<file path="src/logic/link_defines.svh">
`ifndef LINK_DEFINES_SVH
`define LINK_DEFINES_SVH

// word and lane geometry
`define LINK_WORD_W     32
`define LINK_NUM_LANES  4
// one byte per lane per frame
`define LINK_SLICE_W    (`LINK_WORD_W / `LINK_NUM_LANES)
// start + data + parity
`define LINK_FRAME_LEN  10

// queue depths, in words
`define LINK_TXQ_DEPTH  4
`define LINK_RXQ_DEPTH  4

// wishbone word addresses
`define LINK_ADDR_CTRL    2'd0
`define LINK_ADDR_STATUS  2'd1
`define LINK_ADDR_TX      2'd2
`define LINK_ADDR_RX      2'd3

`endif

</file>
<file path="src/logic/link_pkg.sv">
`default_nettype none

`include "link_defines.svh"

package link_pkg;

  // one data word as software sees it
  typedef logic [`LINK_WORD_W-1:0] word_t;

  // the byte carried by one lane in one frame
  typedef logic [`LINK_SLICE_W-1:0] slice_t;

  // receive queue entry
  // err is the OR of all lane parity errors for this word
  typedef struct packed {
    logic  err;
    word_t data;
  } rx_entry_t;

endpackage

`default_nettype wire

</file>
<file path="src/logic/link_fifo.sv">
`timescale 1ns/100ps
`default_nettype none

module link_fifo #(
  parameter type item_t = logic,
  parameter int  DEPTH  = 4
) (
  input  wire logic  clk_i,
  input  wire logic  reset_i,
  input  wire logic  push_i,
  input  wire item_t data_i,
  input  wire logic  pop_i,
  output item_t      data_o,
  output logic       full_o,
  output logic       empty_o
);

  localparam int PTR_W = (DEPTH > 1) ? $clog2(DEPTH) : 1;
  localparam int CNT_W = $clog2(DEPTH + 1);

  // entry storage
  item_t mem_q [DEPTH];

  logic [PTR_W-1:0] wr_ptr_q;
  logic [PTR_W-1:0] rd_ptr_q;
  logic [CNT_W-1:0] count_q;

  logic do_push;
  logic do_pop;

  // push on full and pop on empty are ignored
  assign do_push = push_i && !full_o;
  assign do_pop  = pop_i && !empty_o;

  assign full_o  = (count_q == CNT_W'(DEPTH));
  assign empty_o = (count_q == '0);
  // head of queue is valid while not empty
  assign data_o  = mem_q[rd_ptr_q];

  always_ff @(posedge clk_i) begin
    if (do_push) begin
      mem_q[wr_ptr_q] <= data_i;
    end
  end

  always_ff @(posedge clk_i) begin
    if (reset_i) begin
      wr_ptr_q <= '0;
      rd_ptr_q <= '0;
      count_q  <= '0;
    end else begin
      // pointers wrap at DEPTH, which need not be a power of two
      if (do_push) begin
        wr_ptr_q <= (wr_ptr_q == PTR_W'(DEPTH - 1)) ? '0 : wr_ptr_q + 1'b1;
      end
      if (do_pop) begin
        rd_ptr_q <= (rd_ptr_q == PTR_W'(DEPTH - 1)) ? '0 : rd_ptr_q + 1'b1;
      end
      // count moves only when exactly one side acts
      if (do_push && !do_pop) begin
        count_q <= count_q + 1'b1;
      end else if (do_pop && !do_push) begin
        count_q <= count_q - 1'b1;
      end
    end
  end

endmodule

`default_nettype wire

</file>
<file path="src/logic/link_regs.sv">
`timescale 1ns/100ps
`default_nettype none

`include "link_defines.svh"

module link_regs (
  input  wire logic                   clk_i,
  input  wire logic                   reset_i,
  // wishbone classic slave
  input  wire logic                   wb_cyc_i,
  input  wire logic                   wb_stb_i,
  input  wire logic                   wb_we_i,
  input  wire logic [1:0]             wb_adr_i,
  input  wire logic [`LINK_WORD_W-1:0] wb_dat_i,
  output logic [`LINK_WORD_W-1:0]     wb_dat_o,
  output logic                        wb_ack_o,
  // link control
  output logic                        enable_o,
  // transmit queue side
  output logic                        txq_push_o,
  output link_pkg::word_t             txq_data_o,
  input  wire logic                   txq_full_i,
  input  wire logic                   txq_empty_i,
  // receive queue side
  output logic                        rxq_pop_o,
  input  wire link_pkg::rx_entry_t    rxq_data_i,
  input  wire logic                   rxq_empty_i,
  // status inputs
  input  wire logic                   tx_busy_i,
  input  wire logic                   overflow_i
);

  logic req;
  logic accept;
  logic wr;
  logic rd;
  logic is_ctrl;
  logic is_status;
  logic is_tx;
  logic is_rx;

  logic enable_q;
  logic parity_err_q;
  logic overflow_q;

  logic [`LINK_WORD_W-1:0] rd_data;

  // new request only while no ack is out
  assign req = wb_cyc_i && wb_stb_i && !wb_ack_o;

  assign is_ctrl   = (wb_adr_i == `LINK_ADDR_CTRL);
  assign is_status = (wb_adr_i == `LINK_ADDR_STATUS);
  assign is_tx     = (wb_adr_i == `LINK_ADDR_TX);
  assign is_rx     = (wb_adr_i == `LINK_ADDR_RX);

  // tx write waits here while the queue is full
  assign accept = req && !(wb_we_i && is_tx && txq_full_i);
  assign wr     = accept && wb_we_i;
  assign rd     = accept && !wb_we_i;

  assign txq_push_o = wr && is_tx;
  assign txq_data_o = wb_dat_i;
  // empty rx read still acks and returns zero
  assign rxq_pop_o  = rd && is_rx && !rxq_empty_i;

  assign enable_o = enable_q;

  // read mux
  always_comb begin
    rd_data = '0;
    case (wb_adr_i)
      `LINK_ADDR_CTRL: rd_data[0] = enable_q;
      `LINK_ADDR_STATUS: begin
        rd_data[0] = txq_empty_i;
        rd_data[1] = !rxq_empty_i;
        rd_data[2] = parity_err_q;
        rd_data[3] = overflow_q;
        rd_data[4] = tx_busy_i;
      end
      `LINK_ADDR_RX: rd_data = rxq_empty_i ? '0 : rxq_data_i.data;
      default: rd_data = '0;
    endcase
  end

  // single-cycle ack one cycle after accept
  always_ff @(posedge clk_i) begin
    if (reset_i) begin
      wb_ack_o <= 1'b0;
    end else begin
      wb_ack_o <= accept;
    end
  end

  // read data captured on accept
  always_ff @(posedge clk_i) begin
    if (rd) begin
      wb_dat_o <= rd_data;
    end
  end

  always_ff @(posedge clk_i) begin
    if (reset_i) begin
      enable_q     <= 1'b0;
      parity_err_q <= 1'b0;
      overflow_q   <= 1'b0;
    end else begin
      if (wr && is_ctrl) begin
        enable_q <= wb_dat_i[0];
      end
      // write 1 clears unless a new event arrives in the same cycle
      if (wr && is_status && wb_dat_i[2]) begin
        parity_err_q <= 1'b0;
      end
      if (rxq_pop_o && rxq_data_i.err) begin
        parity_err_q <= 1'b1;
      end
      if (wr && is_status && wb_dat_i[3]) begin
        overflow_q <= 1'b0;
      end
      if (overflow_i) begin
        overflow_q <= 1'b1;
      end
    end
  end

endmodule

`default_nettype wire

</file>
<file path="src/logic/link_distributor.sv">
`timescale 1ns/100ps
`default_nettype none

`include "link_defines.svh"

module link_distributor (
  input  wire logic                         clk_i,
  input  wire logic                         reset_i,
  input  wire logic                         enable_i,
  input  wire logic                         txq_empty_i,
  input  wire link_pkg::word_t              txq_data_i,
  output logic                              txq_pop_o,
  input  wire logic [`LINK_NUM_LANES-1:0]   lane_busy_i,
  output logic                              lane_load_o,
  output link_pkg::slice_t [`LINK_NUM_LANES-1:0] lane_slice_o,
  output logic                              tx_busy_o
);

  logic load_q;
  logic fire;

  link_pkg::slice_t [`LINK_NUM_LANES-1:0] slice_q;

  // pending load counts as busy, lanes only rise the cycle after it
  assign tx_busy_o = (|lane_busy_i) || load_q;

  // all lanes idle, a word waiting, link enabled
  assign fire      = enable_i && !txq_empty_i && !tx_busy_o;
  assign txq_pop_o = fire;

  assign lane_load_o  = load_q;
  assign lane_slice_o = slice_q;

  always_ff @(posedge clk_i) begin
    if (reset_i) begin
      load_q <= 1'b0;
    end else begin
      // single-cycle strobe
      load_q <= fire;
    end
  end

  // lane 0 takes the low byte
  always_ff @(posedge clk_i) begin
    if (fire) begin
      for (int i = 0; i < `LINK_NUM_LANES; i++) begin
        slice_q[i] <= txq_data_i[i*`LINK_SLICE_W +: `LINK_SLICE_W];
      end
    end
  end

endmodule

`default_nettype wire

</file>
<file path="src/logic/link_lane.sv">
`timescale 1ns/100ps
`default_nettype none

`include "link_defines.svh"

module link_lane (
  input  wire logic             clk_i,
  input  wire logic             reset_i,
  // transmit side
  input  wire logic             load_i,
  input  wire link_pkg::slice_t slice_i,
  output logic                  busy_o,
  output logic                  ddr_o,
  // receive side
  input  wire logic             ddr_i,
  output logic                  rx_valid_o,
  output link_pkg::slice_t      rx_slice_o,
  output logic                  rx_parity_err_o
);

  localparam int CNT_W = $clog2(`LINK_FRAME_LEN + 1);

  logic [`LINK_FRAME_LEN-1:0] tx_frame_q;
  logic [CNT_W-1:0]           tx_cnt_q;

  logic [CNT_W-1:0]           rx_cnt_q;
  link_pkg::slice_t           rx_shift_q;

  // line shows bit 0 of the frame register
  assign ddr_o  = tx_frame_q[0];
  // high for exactly the frame length
  assign busy_o = (tx_cnt_q != '0);

  // transmit framer
  always_ff @(posedge clk_i) begin
    if (reset_i) begin
      tx_frame_q <= '0;
      tx_cnt_q   <= '0;
    end else if (load_i) begin
      // even parity on top, start bit at the bottom
      tx_frame_q <= {^slice_i, slice_i, 1'b1};
      tx_cnt_q   <= CNT_W'(`LINK_FRAME_LEN);
    end else if (busy_o) begin
      // zeros shift in, so the line idles low after parity
      tx_frame_q <= tx_frame_q >> 1;
      tx_cnt_q   <= tx_cnt_q - 1'b1;
    end
  end

  // receive counter
  // idle when zero, a high line then means start bit
  always_ff @(posedge clk_i) begin
    if (reset_i) begin
      rx_cnt_q   <= '0;
      rx_valid_o <= 1'b0;
    end else begin
      rx_valid_o <= 1'b0;
      if (rx_cnt_q == '0) begin
        if (ddr_i) begin
          rx_cnt_q <= CNT_W'(`LINK_FRAME_LEN - 1);
        end
      end else begin
        rx_cnt_q <= rx_cnt_q - 1'b1;
        // last count is the parity bit
        if (rx_cnt_q == CNT_W'(1)) begin
          rx_valid_o <= 1'b1;
        end
      end
    end
  end

  // data path, lsb arrives first
  always_ff @(posedge clk_i) begin
    if (rx_cnt_q > CNT_W'(1)) begin
      rx_shift_q <= {ddr_i, rx_shift_q[`LINK_SLICE_W-1:1]};
    end
    if (rx_cnt_q == CNT_W'(1)) begin
      rx_slice_o      <= rx_shift_q;
      // nonzero means data and parity bit disagree
      rx_parity_err_o <= (^rx_shift_q) ^ ddr_i;
    end
  end

endmodule

`default_nettype wire

</file>
<file path="src/logic/link_collector.sv">
`timescale 1ns/100ps
`default_nettype none

`include "link_defines.svh"

module link_collector (
  input  wire logic                                clk_i,
  input  wire logic                                reset_i,
  input  wire logic [`LINK_NUM_LANES-1:0]          lane_rx_valid_i,
  input  wire link_pkg::slice_t [`LINK_NUM_LANES-1:0] lane_rx_slice_i,
  input  wire logic [`LINK_NUM_LANES-1:0]          lane_rx_err_i,
  output logic                                     rxq_push_o,
  output link_pkg::rx_entry_t                      rxq_data_o,
  input  wire logic                                rxq_full_i,
  output logic                                     overflow_o
);

  // sticky per-lane arrival flags
  logic [`LINK_NUM_LANES-1:0] got_q;
  logic [`LINK_NUM_LANES-1:0] err_q;
  logic                       all_got;

  link_pkg::slice_t [`LINK_NUM_LANES-1:0] slice_q;

  assign all_got = &got_q;

  // push when the queue has room, else report the drop
  assign rxq_push_o = all_got && !rxq_full_i;
  assign overflow_o = all_got && rxq_full_i;

  // lane 0 lands in the low byte
  always_comb begin
    rxq_data_o.data = link_pkg::word_t'(slice_q);
    rxq_data_o.err  = |err_q;
  end

  always_ff @(posedge clk_i) begin
    if (reset_i) begin
      got_q <= '0;
    end else if (all_got) begin
      // word leaves now, keep any lane already reporting the next one
      got_q <= lane_rx_valid_i;
    end else begin
      got_q <= got_q | lane_rx_valid_i;
    end
  end

  // per-lane capture, lanes may be skewed
  always_ff @(posedge clk_i) begin
    for (int i = 0; i < `LINK_NUM_LANES; i++) begin
      if (lane_rx_valid_i[i]) begin
        slice_q[i] <= lane_rx_slice_i[i];
        err_q[i]   <= lane_rx_err_i[i];
      end
    end
  end

endmodule

`default_nettype wire

</file>
<file path="src/logic/link_top.sv">
`timescale 1ns/100ps
`default_nettype none

`include "link_defines.svh"

module link_top (
  input  wire logic                        clk_i,
  input  wire logic                        reset_i,
  // wishbone classic slave
  input  wire logic                        wb_cyc_i,
  input  wire logic                        wb_stb_i,
  input  wire logic                        wb_we_i,
  input  wire logic [1:0]                  wb_adr_i,
  input  wire logic [`LINK_WORD_W-1:0]     wb_dat_i,
  output logic [`LINK_WORD_W-1:0]          wb_dat_o,
  output logic                             wb_ack_o,
  // serial lanes
  output logic [`LINK_NUM_LANES-1:0]       ddr_o,
  input  wire logic [`LINK_NUM_LANES-1:0]  ddr_i
);

  logic                enable;
  logic                tx_busy;
  logic                overflow;

  // transmit queue
  logic                txq_push;
  link_pkg::word_t     txq_wdata;
  link_pkg::word_t     txq_rdata;
  logic                txq_pop;
  logic                txq_full;
  logic                txq_empty;

  // receive queue
  logic                rxq_push;
  link_pkg::rx_entry_t rxq_wdata;
  link_pkg::rx_entry_t rxq_rdata;
  logic                rxq_pop;
  logic                rxq_full;
  logic                rxq_empty;

  // lane fan-out and fan-in
  logic                                   lane_load;
  link_pkg::slice_t [`LINK_NUM_LANES-1:0] lane_slice;
  logic [`LINK_NUM_LANES-1:0]             lane_busy;
  logic [`LINK_NUM_LANES-1:0]             lane_rx_valid;
  link_pkg::slice_t [`LINK_NUM_LANES-1:0] lane_rx_slice;
  logic [`LINK_NUM_LANES-1:0]             lane_rx_err;

  // bus-facing side
  link_regs i_regs (
    .clk_i       ( clk_i     ),
    .reset_i     ( reset_i   ),
    .wb_cyc_i    ( wb_cyc_i  ),
    .wb_stb_i    ( wb_stb_i  ),
    .wb_we_i     ( wb_we_i   ),
    .wb_adr_i    ( wb_adr_i  ),
    .wb_dat_i    ( wb_dat_i  ),
    .wb_dat_o    ( wb_dat_o  ),
    .wb_ack_o    ( wb_ack_o  ),
    .enable_o    ( enable    ),
    .txq_push_o  ( txq_push  ),
    .txq_data_o  ( txq_wdata ),
    .txq_full_i  ( txq_full  ),
    .txq_empty_i ( txq_empty ),
    .rxq_pop_o   ( rxq_pop   ),
    .rxq_data_i  ( rxq_rdata ),
    .rxq_empty_i ( rxq_empty ),
    .tx_busy_i   ( tx_busy   ),
    .overflow_i  ( overflow  )
  );

  link_fifo #(
    .item_t ( link_pkg::word_t ),
    .DEPTH  ( `LINK_TXQ_DEPTH  )
  ) i_txq (
    .clk_i   ( clk_i     ),
    .reset_i ( reset_i   ),
    .push_i  ( txq_push  ),
    .data_i  ( txq_wdata ),
    .pop_i   ( txq_pop   ),
    .data_o  ( txq_rdata ),
    .full_o  ( txq_full  ),
    .empty_o ( txq_empty )
  );

  link_fifo #(
    .item_t ( link_pkg::rx_entry_t ),
    .DEPTH  ( `LINK_RXQ_DEPTH      )
  ) i_rxq (
    .clk_i   ( clk_i     ),
    .reset_i ( reset_i   ),
    .push_i  ( rxq_push  ),
    .data_i  ( rxq_wdata ),
    .pop_i   ( rxq_pop   ),
    .data_o  ( rxq_rdata ),
    .full_o  ( rxq_full  ),
    .empty_o ( rxq_empty )
  );

  // enable gates the link here
  link_distributor i_distributor (
    .clk_i        ( clk_i      ),
    .reset_i      ( reset_i    ),
    .enable_i     ( enable     ),
    .txq_empty_i  ( txq_empty  ),
    .txq_data_i   ( txq_rdata  ),
    .txq_pop_o    ( txq_pop    ),
    .lane_busy_i  ( lane_busy  ),
    .lane_load_o  ( lane_load  ),
    .lane_slice_o ( lane_slice ),
    .tx_busy_o    ( tx_busy    )
  );

  for (genvar i = 0; i < `LINK_NUM_LANES; i++) begin : gen_lane
    link_lane i_lane (
      .clk_i           ( clk_i            ),
      .reset_i         ( reset_i          ),
      .load_i          ( lane_load        ),
      .slice_i         ( lane_slice[i]    ),
      .busy_o          ( lane_busy[i]     ),
      .ddr_o           ( ddr_o[i]         ),
      .ddr_i           ( ddr_i[i]         ),
      .rx_valid_o      ( lane_rx_valid[i] ),
      .rx_slice_o      ( lane_rx_slice[i] ),
      .rx_parity_err_o ( lane_rx_err[i]   )
    );
  end

  link_collector i_collector (
    .clk_i           ( clk_i         ),
    .reset_i         ( reset_i       ),
    .lane_rx_valid_i ( lane_rx_valid ),
    .lane_rx_slice_i ( lane_rx_slice ),
    .lane_rx_err_i   ( lane_rx_err   ),
    .rxq_push_o      ( rxq_push      ),
    .rxq_data_o      ( rxq_wdata     ),
    .rxq_full_i      ( rxq_full      ),
    .overflow_o      ( overflow      )
  );

endmodule

`default_nettype wire

</file>
<file path="config.mk">
export PLATFORM = sky130hd
export DESIGN_NAME = link_top
export DESIGN_NICKNAME = d
export VERILOG_FILES = /design/src/logic/link_pkg.sv /design/src/logic/link_fifo.sv /design/src/logic/link_regs.sv /design/src/logic/link_distributor.sv /design/src/logic/link_lane.sv /design/src/logic/link_collector.sv /design/src/logic/link_top.sv
export VERILOG_INCLUDE_DIRS = /design/src /design/src/logic
export SDC_FILE = /design/constraint.sdc
export NUM_CORES = 1
export LEC_CHECK = 0
export BUFFER_PORTS_ARGS = -buffer_cell sky130_fd_sc_hd__buf_2
export CAP_MARGIN = 20
export CORE_ASPECT_RATIO = 1.2
export CORE_MARGIN = 2
export CORE_UTILIZATION = 40
export CTS_CLUSTER_DIAMETER = 30
export DETAILED_ROUTE_END_ITERATION = 8
export GPL_TIMING_DRIVEN = 0
export PLACE_DENSITY = 0.68
export REMOVE_ABC_BUFFERS = 1
export SLEW_MARGIN = 20
export SYNTH_ARGS = -nofsm -noshare
export SYNTH_HDL_FRONTEND = slang
export SYNTH_SLANG_ARGS = --single-unit
</file>
<file path="constraint.sdc">
create_clock -name clk_i -period 4.2 [get_ports clk_i]
set_input_delay 0 -clock clk_i [delete_from_list [all_inputs] [get_ports clk_i]]
set_output_delay 0 -clock clk_i [all_outputs]
set_load 0.01 [all_outputs]
</file>
==> results.toml <==
[timing]
timing.final.hold_violations = 0
worst-slew-pin-transition_ns = 0.8278
maxClockFrequency_mhz = 307.0
fin_crit_ns = 3.257
report.final.setup_viol = 0
maxSlewViolCount = 0
timing.clock.skew_ns = 0.02880
finalCritPeriodShare_pct = 77.55
rsz0062_at_grt = "no"
layout_setup_ws_ns = 0.9428
relative_slew_slack_pct = 44.67
worst_hold_slack_ns = 0.04063

[clock_network]
cts_root_buffer = "sky130_fd_sc_hd__clkbuf_16"
clock_tree.buffer_depth = 3
worst_skew_pair.late_latency_ns = 0.61
clock-sinks = 529
cts_made_buffers = 85
cts.clk_slew.worst_paths_ns = 0.05
tritoncts_clock_tree = "done"
cts_htree_levels = 3

[critical_path]
most_prevalent_standard_cell_on_the_critical_path = "sky130_fd_sc_hd__inv_1"
timing.rr.end = "i_txq.count_q[2]"
crit_path_start_kind = "flip-flop"
cpMaxStageDelayCell = "sky130_fd_sc_hd__or4_1"
timing.critical_path.arrival_ns = 3.78
cp_max_fo = 11
r2r_cells = 10
setup.worst_path.end_class = "flip-flop"
timing.critical_path.required_ns = 4.72
launch_point_of_the_worst_reg_to_reg_path = "gen_lane[0].i_lane.tx_cnt_q[1]"
setup.worst_path.class = "reg2reg"
cp_cell_sequence = "or4_1 > or4b_4 > nor2_4 > inv_1 > ha_1 > inv_1 > fa_1 > xor2_1 > or3_1 > a21oi_1"
rrSetupSlack_ns = 0.94
cpPeakStageDelay_ns = 0.75

[worst_hold_path]
worst_hold_startpoint = "wb_stb_i"
whs_path_depth = 5
hold_path_class = "in2reg"
worst_hold_path.endpoint = "i_regs.parity_err_q"

[synthesis]
yosysWarnings = 0
netlist_area_um2 = 19460
synthDominantCellAreaShare_pct = 66.03
yosys_register_bits = 529
most_frequently_used_flop_master_after_synthesis = "sky130_fd_sc_hd__edfxtp_1"
synth-async-reset-ratio_pct = 0
synth.largest_area_cell = "sky130_fd_sc_hd__edfxtp_1"
syn_area_per_cell_um2 = 18.02
netlist_instances = 1080
ys_seq_area_share_pct = 76.42
synth-edff-count = 428
post_synth_main_area_contributors = "sky130_fd_sc_hd__edfxtp_1 (66%), sky130_fd_sc_hd__dfxtp_1 (10%), sky130_fd_sc_hd__mux4_2 (7.5%)"
synth_cell_types = 41

[placement]
gp_routability_congestion = 0.7390
pre_cts_ws_ns = 0.9289
placement.io_buffers = 79
post-dp-hpwl_um = 20810
placed_cells_incl_taps = 1763
detailed_place.area_um2 = 20940

[route]
drt-pass1-iter-count = 4
drc_violation_count_after_routing = 0
detail_route.wirelength_um = 33420
avgViaCountPerCell = 4.944
vias = 9719
post_drt_wl_per_cell_um = 17.00
initialDrtViolationCount = 506
postRouteAntennaNets = 0

[floorplanning]
initial_utilization_pct = 40.45
die_area_um2 = 50450
dieHeight_um = 245.7
area_of_the_core_um2 = 48120
floorplan.rows = 88
floorplan.die.width_um = 205.4
pin_count = 80

[finish]
final_layout_size_suffix_gt1_share_pct = 25.99
most_frequent_cells_in_the_layout = "sky130_fd_sc_hd__edfxtp_1 (428), sky130_fd_sc_hd__dfxtp_1 (96), sky130_fd_sc_hd__clkbuf_16 (88)"
stdcell_area_um2 = 24290
area_growth_syn_to_layout_pct = 24.77
layout.cells.most_common = "sky130_fd_sc_hd__edfxtp_1"
stdcell_count = 1966
num-nets-final = 1321
layout.filler_cells = 3759
postLayoutCoreUtil_pct = 50.47

[outcome]
outcome = "finished clean"

[global_route]
initial_antenna_violation_count = 1
overall_global_routing_usage_pct = 13.64
vias_in_the_first_global_route = 10260
global_route_wire_length_before_repair_um = 53300
grt_max_degree = 68
globalRoute.totalOverflow = 0

[flow_run]
number_of_max_cap_violations = 0

[power_and_ir_drop]
p_per_area_nw_per_um2 = 552.8
total_leakage_power_nw = 8.192
worst_vdd_rail_ir_drop_uv = 498.1
[logic make-up after synthesis]
family | Yosys count | synth area share [%]
and+or+nand+nor | 204 | 5.239
adders and majority gates | 14 | 0.9770
AOI/OAI and AO/OA | 85 | 2.636
xor gates and xnor gates | 66 | 2.970
muxes | 120 | 10.46
DFF | 529 | 76.42
buffers and inverters | 62 | 1.298
[synth_stat cells (2+ instances only)]
| cell type | n |
|---|---|
| sky130_fd_sc_hd__edfxtp_1 | 428 |
| sky130_fd_sc_hd__dfxtp_1 | 101 |
| sky130_fd_sc_hd__nor2_1 | 77 |
| sky130_fd_sc_hd__mux4_2 | 65 |
| sky130_fd_sc_hd__xnor2_1 | 52 |
| sky130_fd_sc_hd__and2_1 | 37 |
| sky130_fd_sc_hd__mux2i_1 | 37 |
| sky130_fd_sc_hd__a21oi_1 | 33 |
| sky130_fd_sc_hd__clkbuf_1 | 30 |
| sky130_fd_sc_hd__nand2_1 | 30 |
| sky130_fd_sc_hd__o21ai_0 | 23 |
| sky130_fd_sc_hd__nor3_1 | 19 |
| sky130_fd_sc_hd__mux2_2 | 18 |
| sky130_fd_sc_hd__inv_1 | 15 |
| sky130_fd_sc_hd__xor2_1 | 14 |
| sky130_fd_sc_hd__ha_1 | 12 |
| sky130_fd_sc_hd__a211oi_1 | 10 |
| sky130_fd_sc_hd__a311oi_1 | 9 |
| sky130_fd_sc_hd__buf_1 | 8 |
| sky130_fd_sc_hd__nand4_1 | 7 |
| sky130_fd_sc_hd__nand3b_1 | 6 |
| sky130_fd_sc_hd__nor2b_1 | 6 |
| sky130_fd_sc_hd__or3_1 | 6 |
| sky130_fd_sc_hd__o31ai_1 | 5 |
| sky130_fd_sc_hd__buf_2 | 4 |
| sky130_fd_sc_hd__buf_4 | 4 |
| sky130_fd_sc_hd__or4_1 | 4 |
| sky130_fd_sc_hd__and3_1 | 3 |
| sky130_fd_sc_hd__nor4_1 | 3 |
| sky130_fd_sc_hd__a22o_1 | 2 |
| sky130_fd_sc_hd__fa_1 | 2 |
[flip-flops by register name, summed over array words and instances, names as in the netlist, 32 cells and up, named ones only]
name and count:
i_collector.rxq_data_o 32, i_rxq.mem_q 132, i_txq.mem_q 128, i_distributor.lane_slice_o 32, i_regs.wb_dat_o 32, gen_lane.i_lane.rx_slice_o 32, gen_lane.i_lane.tx_frame_q 40, gen_lane.i_lane.rx_shift_q 32
[critical path: cells and delay by family, from the launching register on]
kind,cells,cell delay [ns]
simple gates,4,2.03
fa+ha+maj,2,0.43
flops,1,0.33
buf+inv,2,0.20
compound gates,1,0.14
xor+xnor,1,0.07
[cell type report]
| cell class | count | area [um^2] | area share, % |
|---|---|---|---|
| Tap cell | 630 | 788.3 | 3.246 |
| Clock buffer | 96 | 2242 | 9.232 |
| Sequential cell | 529 | 14890 | 61.29 |
| Antenna cell | 1 | 2.502 | 0.01030 |
| Timing Repair Buffer | 143 | 1259 | 5.183 |
| Multi-Input combinational cell | 489 | 4389 | 18.07 |
| Inverter | 16 | 60.06 | 0.2473 |
| Clock inverter | 62 | 659.4 | 2.715 |
[worst max-delay path by stage]
| stage | slack (ns) | endpoint | cells after the start | startpoint |
|---|---|---|---|---|
| 2_1_floorplan | -0.90 | i_txq.count_q[2] | 10 | gen_lane[2].i_lane.tx_cnt_q[3] |
| 3_3_place_gp | -2.55 | i_txq.count_q[2] | 10 | gen_lane[2].i_lane.tx_cnt_q[3] |
| 3_5_place_dp | 0.93 | i_txq.count_q[2] | 10 | gen_lane[0].i_lane.tx_cnt_q[1] |
| 4_1_cts | 0.92 | i_txq.count_q[2] | 10 | gen_lane[0].i_lane.tx_cnt_q[1] |
| 5_1_grt | 0.77 | i_txq.count_q[2] | 10 | gen_lane[0].i_lane.tx_cnt_q[1] |
| 6_report | 0.94 | i_txq.count_q[2] | 10 | gen_lane[0].i_lane.tx_cnt_q[1] |
[where the power goes]
part	switching, W	total [W]	internal, W
registers	0.000141	0.00610	0.00596
clock network	0.00253	0.00684	0.00430
logic	0.000258	0.000489	0.000231
total	0.00293	0.0134	0.0105
[per-layer routing]
layer  up-vias  wire length [um]  GRT usage, %
li1       4559                 -             -
met2       183             17360         23.96
met3        70              1302         2.929
met5         -                 0             0
met4         0               933         6.179
met1      4907             13830         15.98
[through the flow]
step                      power, W  setup TNS, ns
after floorplan           0.006486         -3.666
final                      0.01343              0
after global placement    0.006627         -58.87
after detailed placement  0.006657              0
after global routing       0.01388              0
after CTS                  0.01357              0
[timing repair]
item                                   4_1_cts  5_1_grt
endpoints found under the hold margin      186        0
resized for setup                            0        0
setup buffers                                0        0
hold buffers                                44        0
No activity file was read; power rests on OpenSTA's default activity.
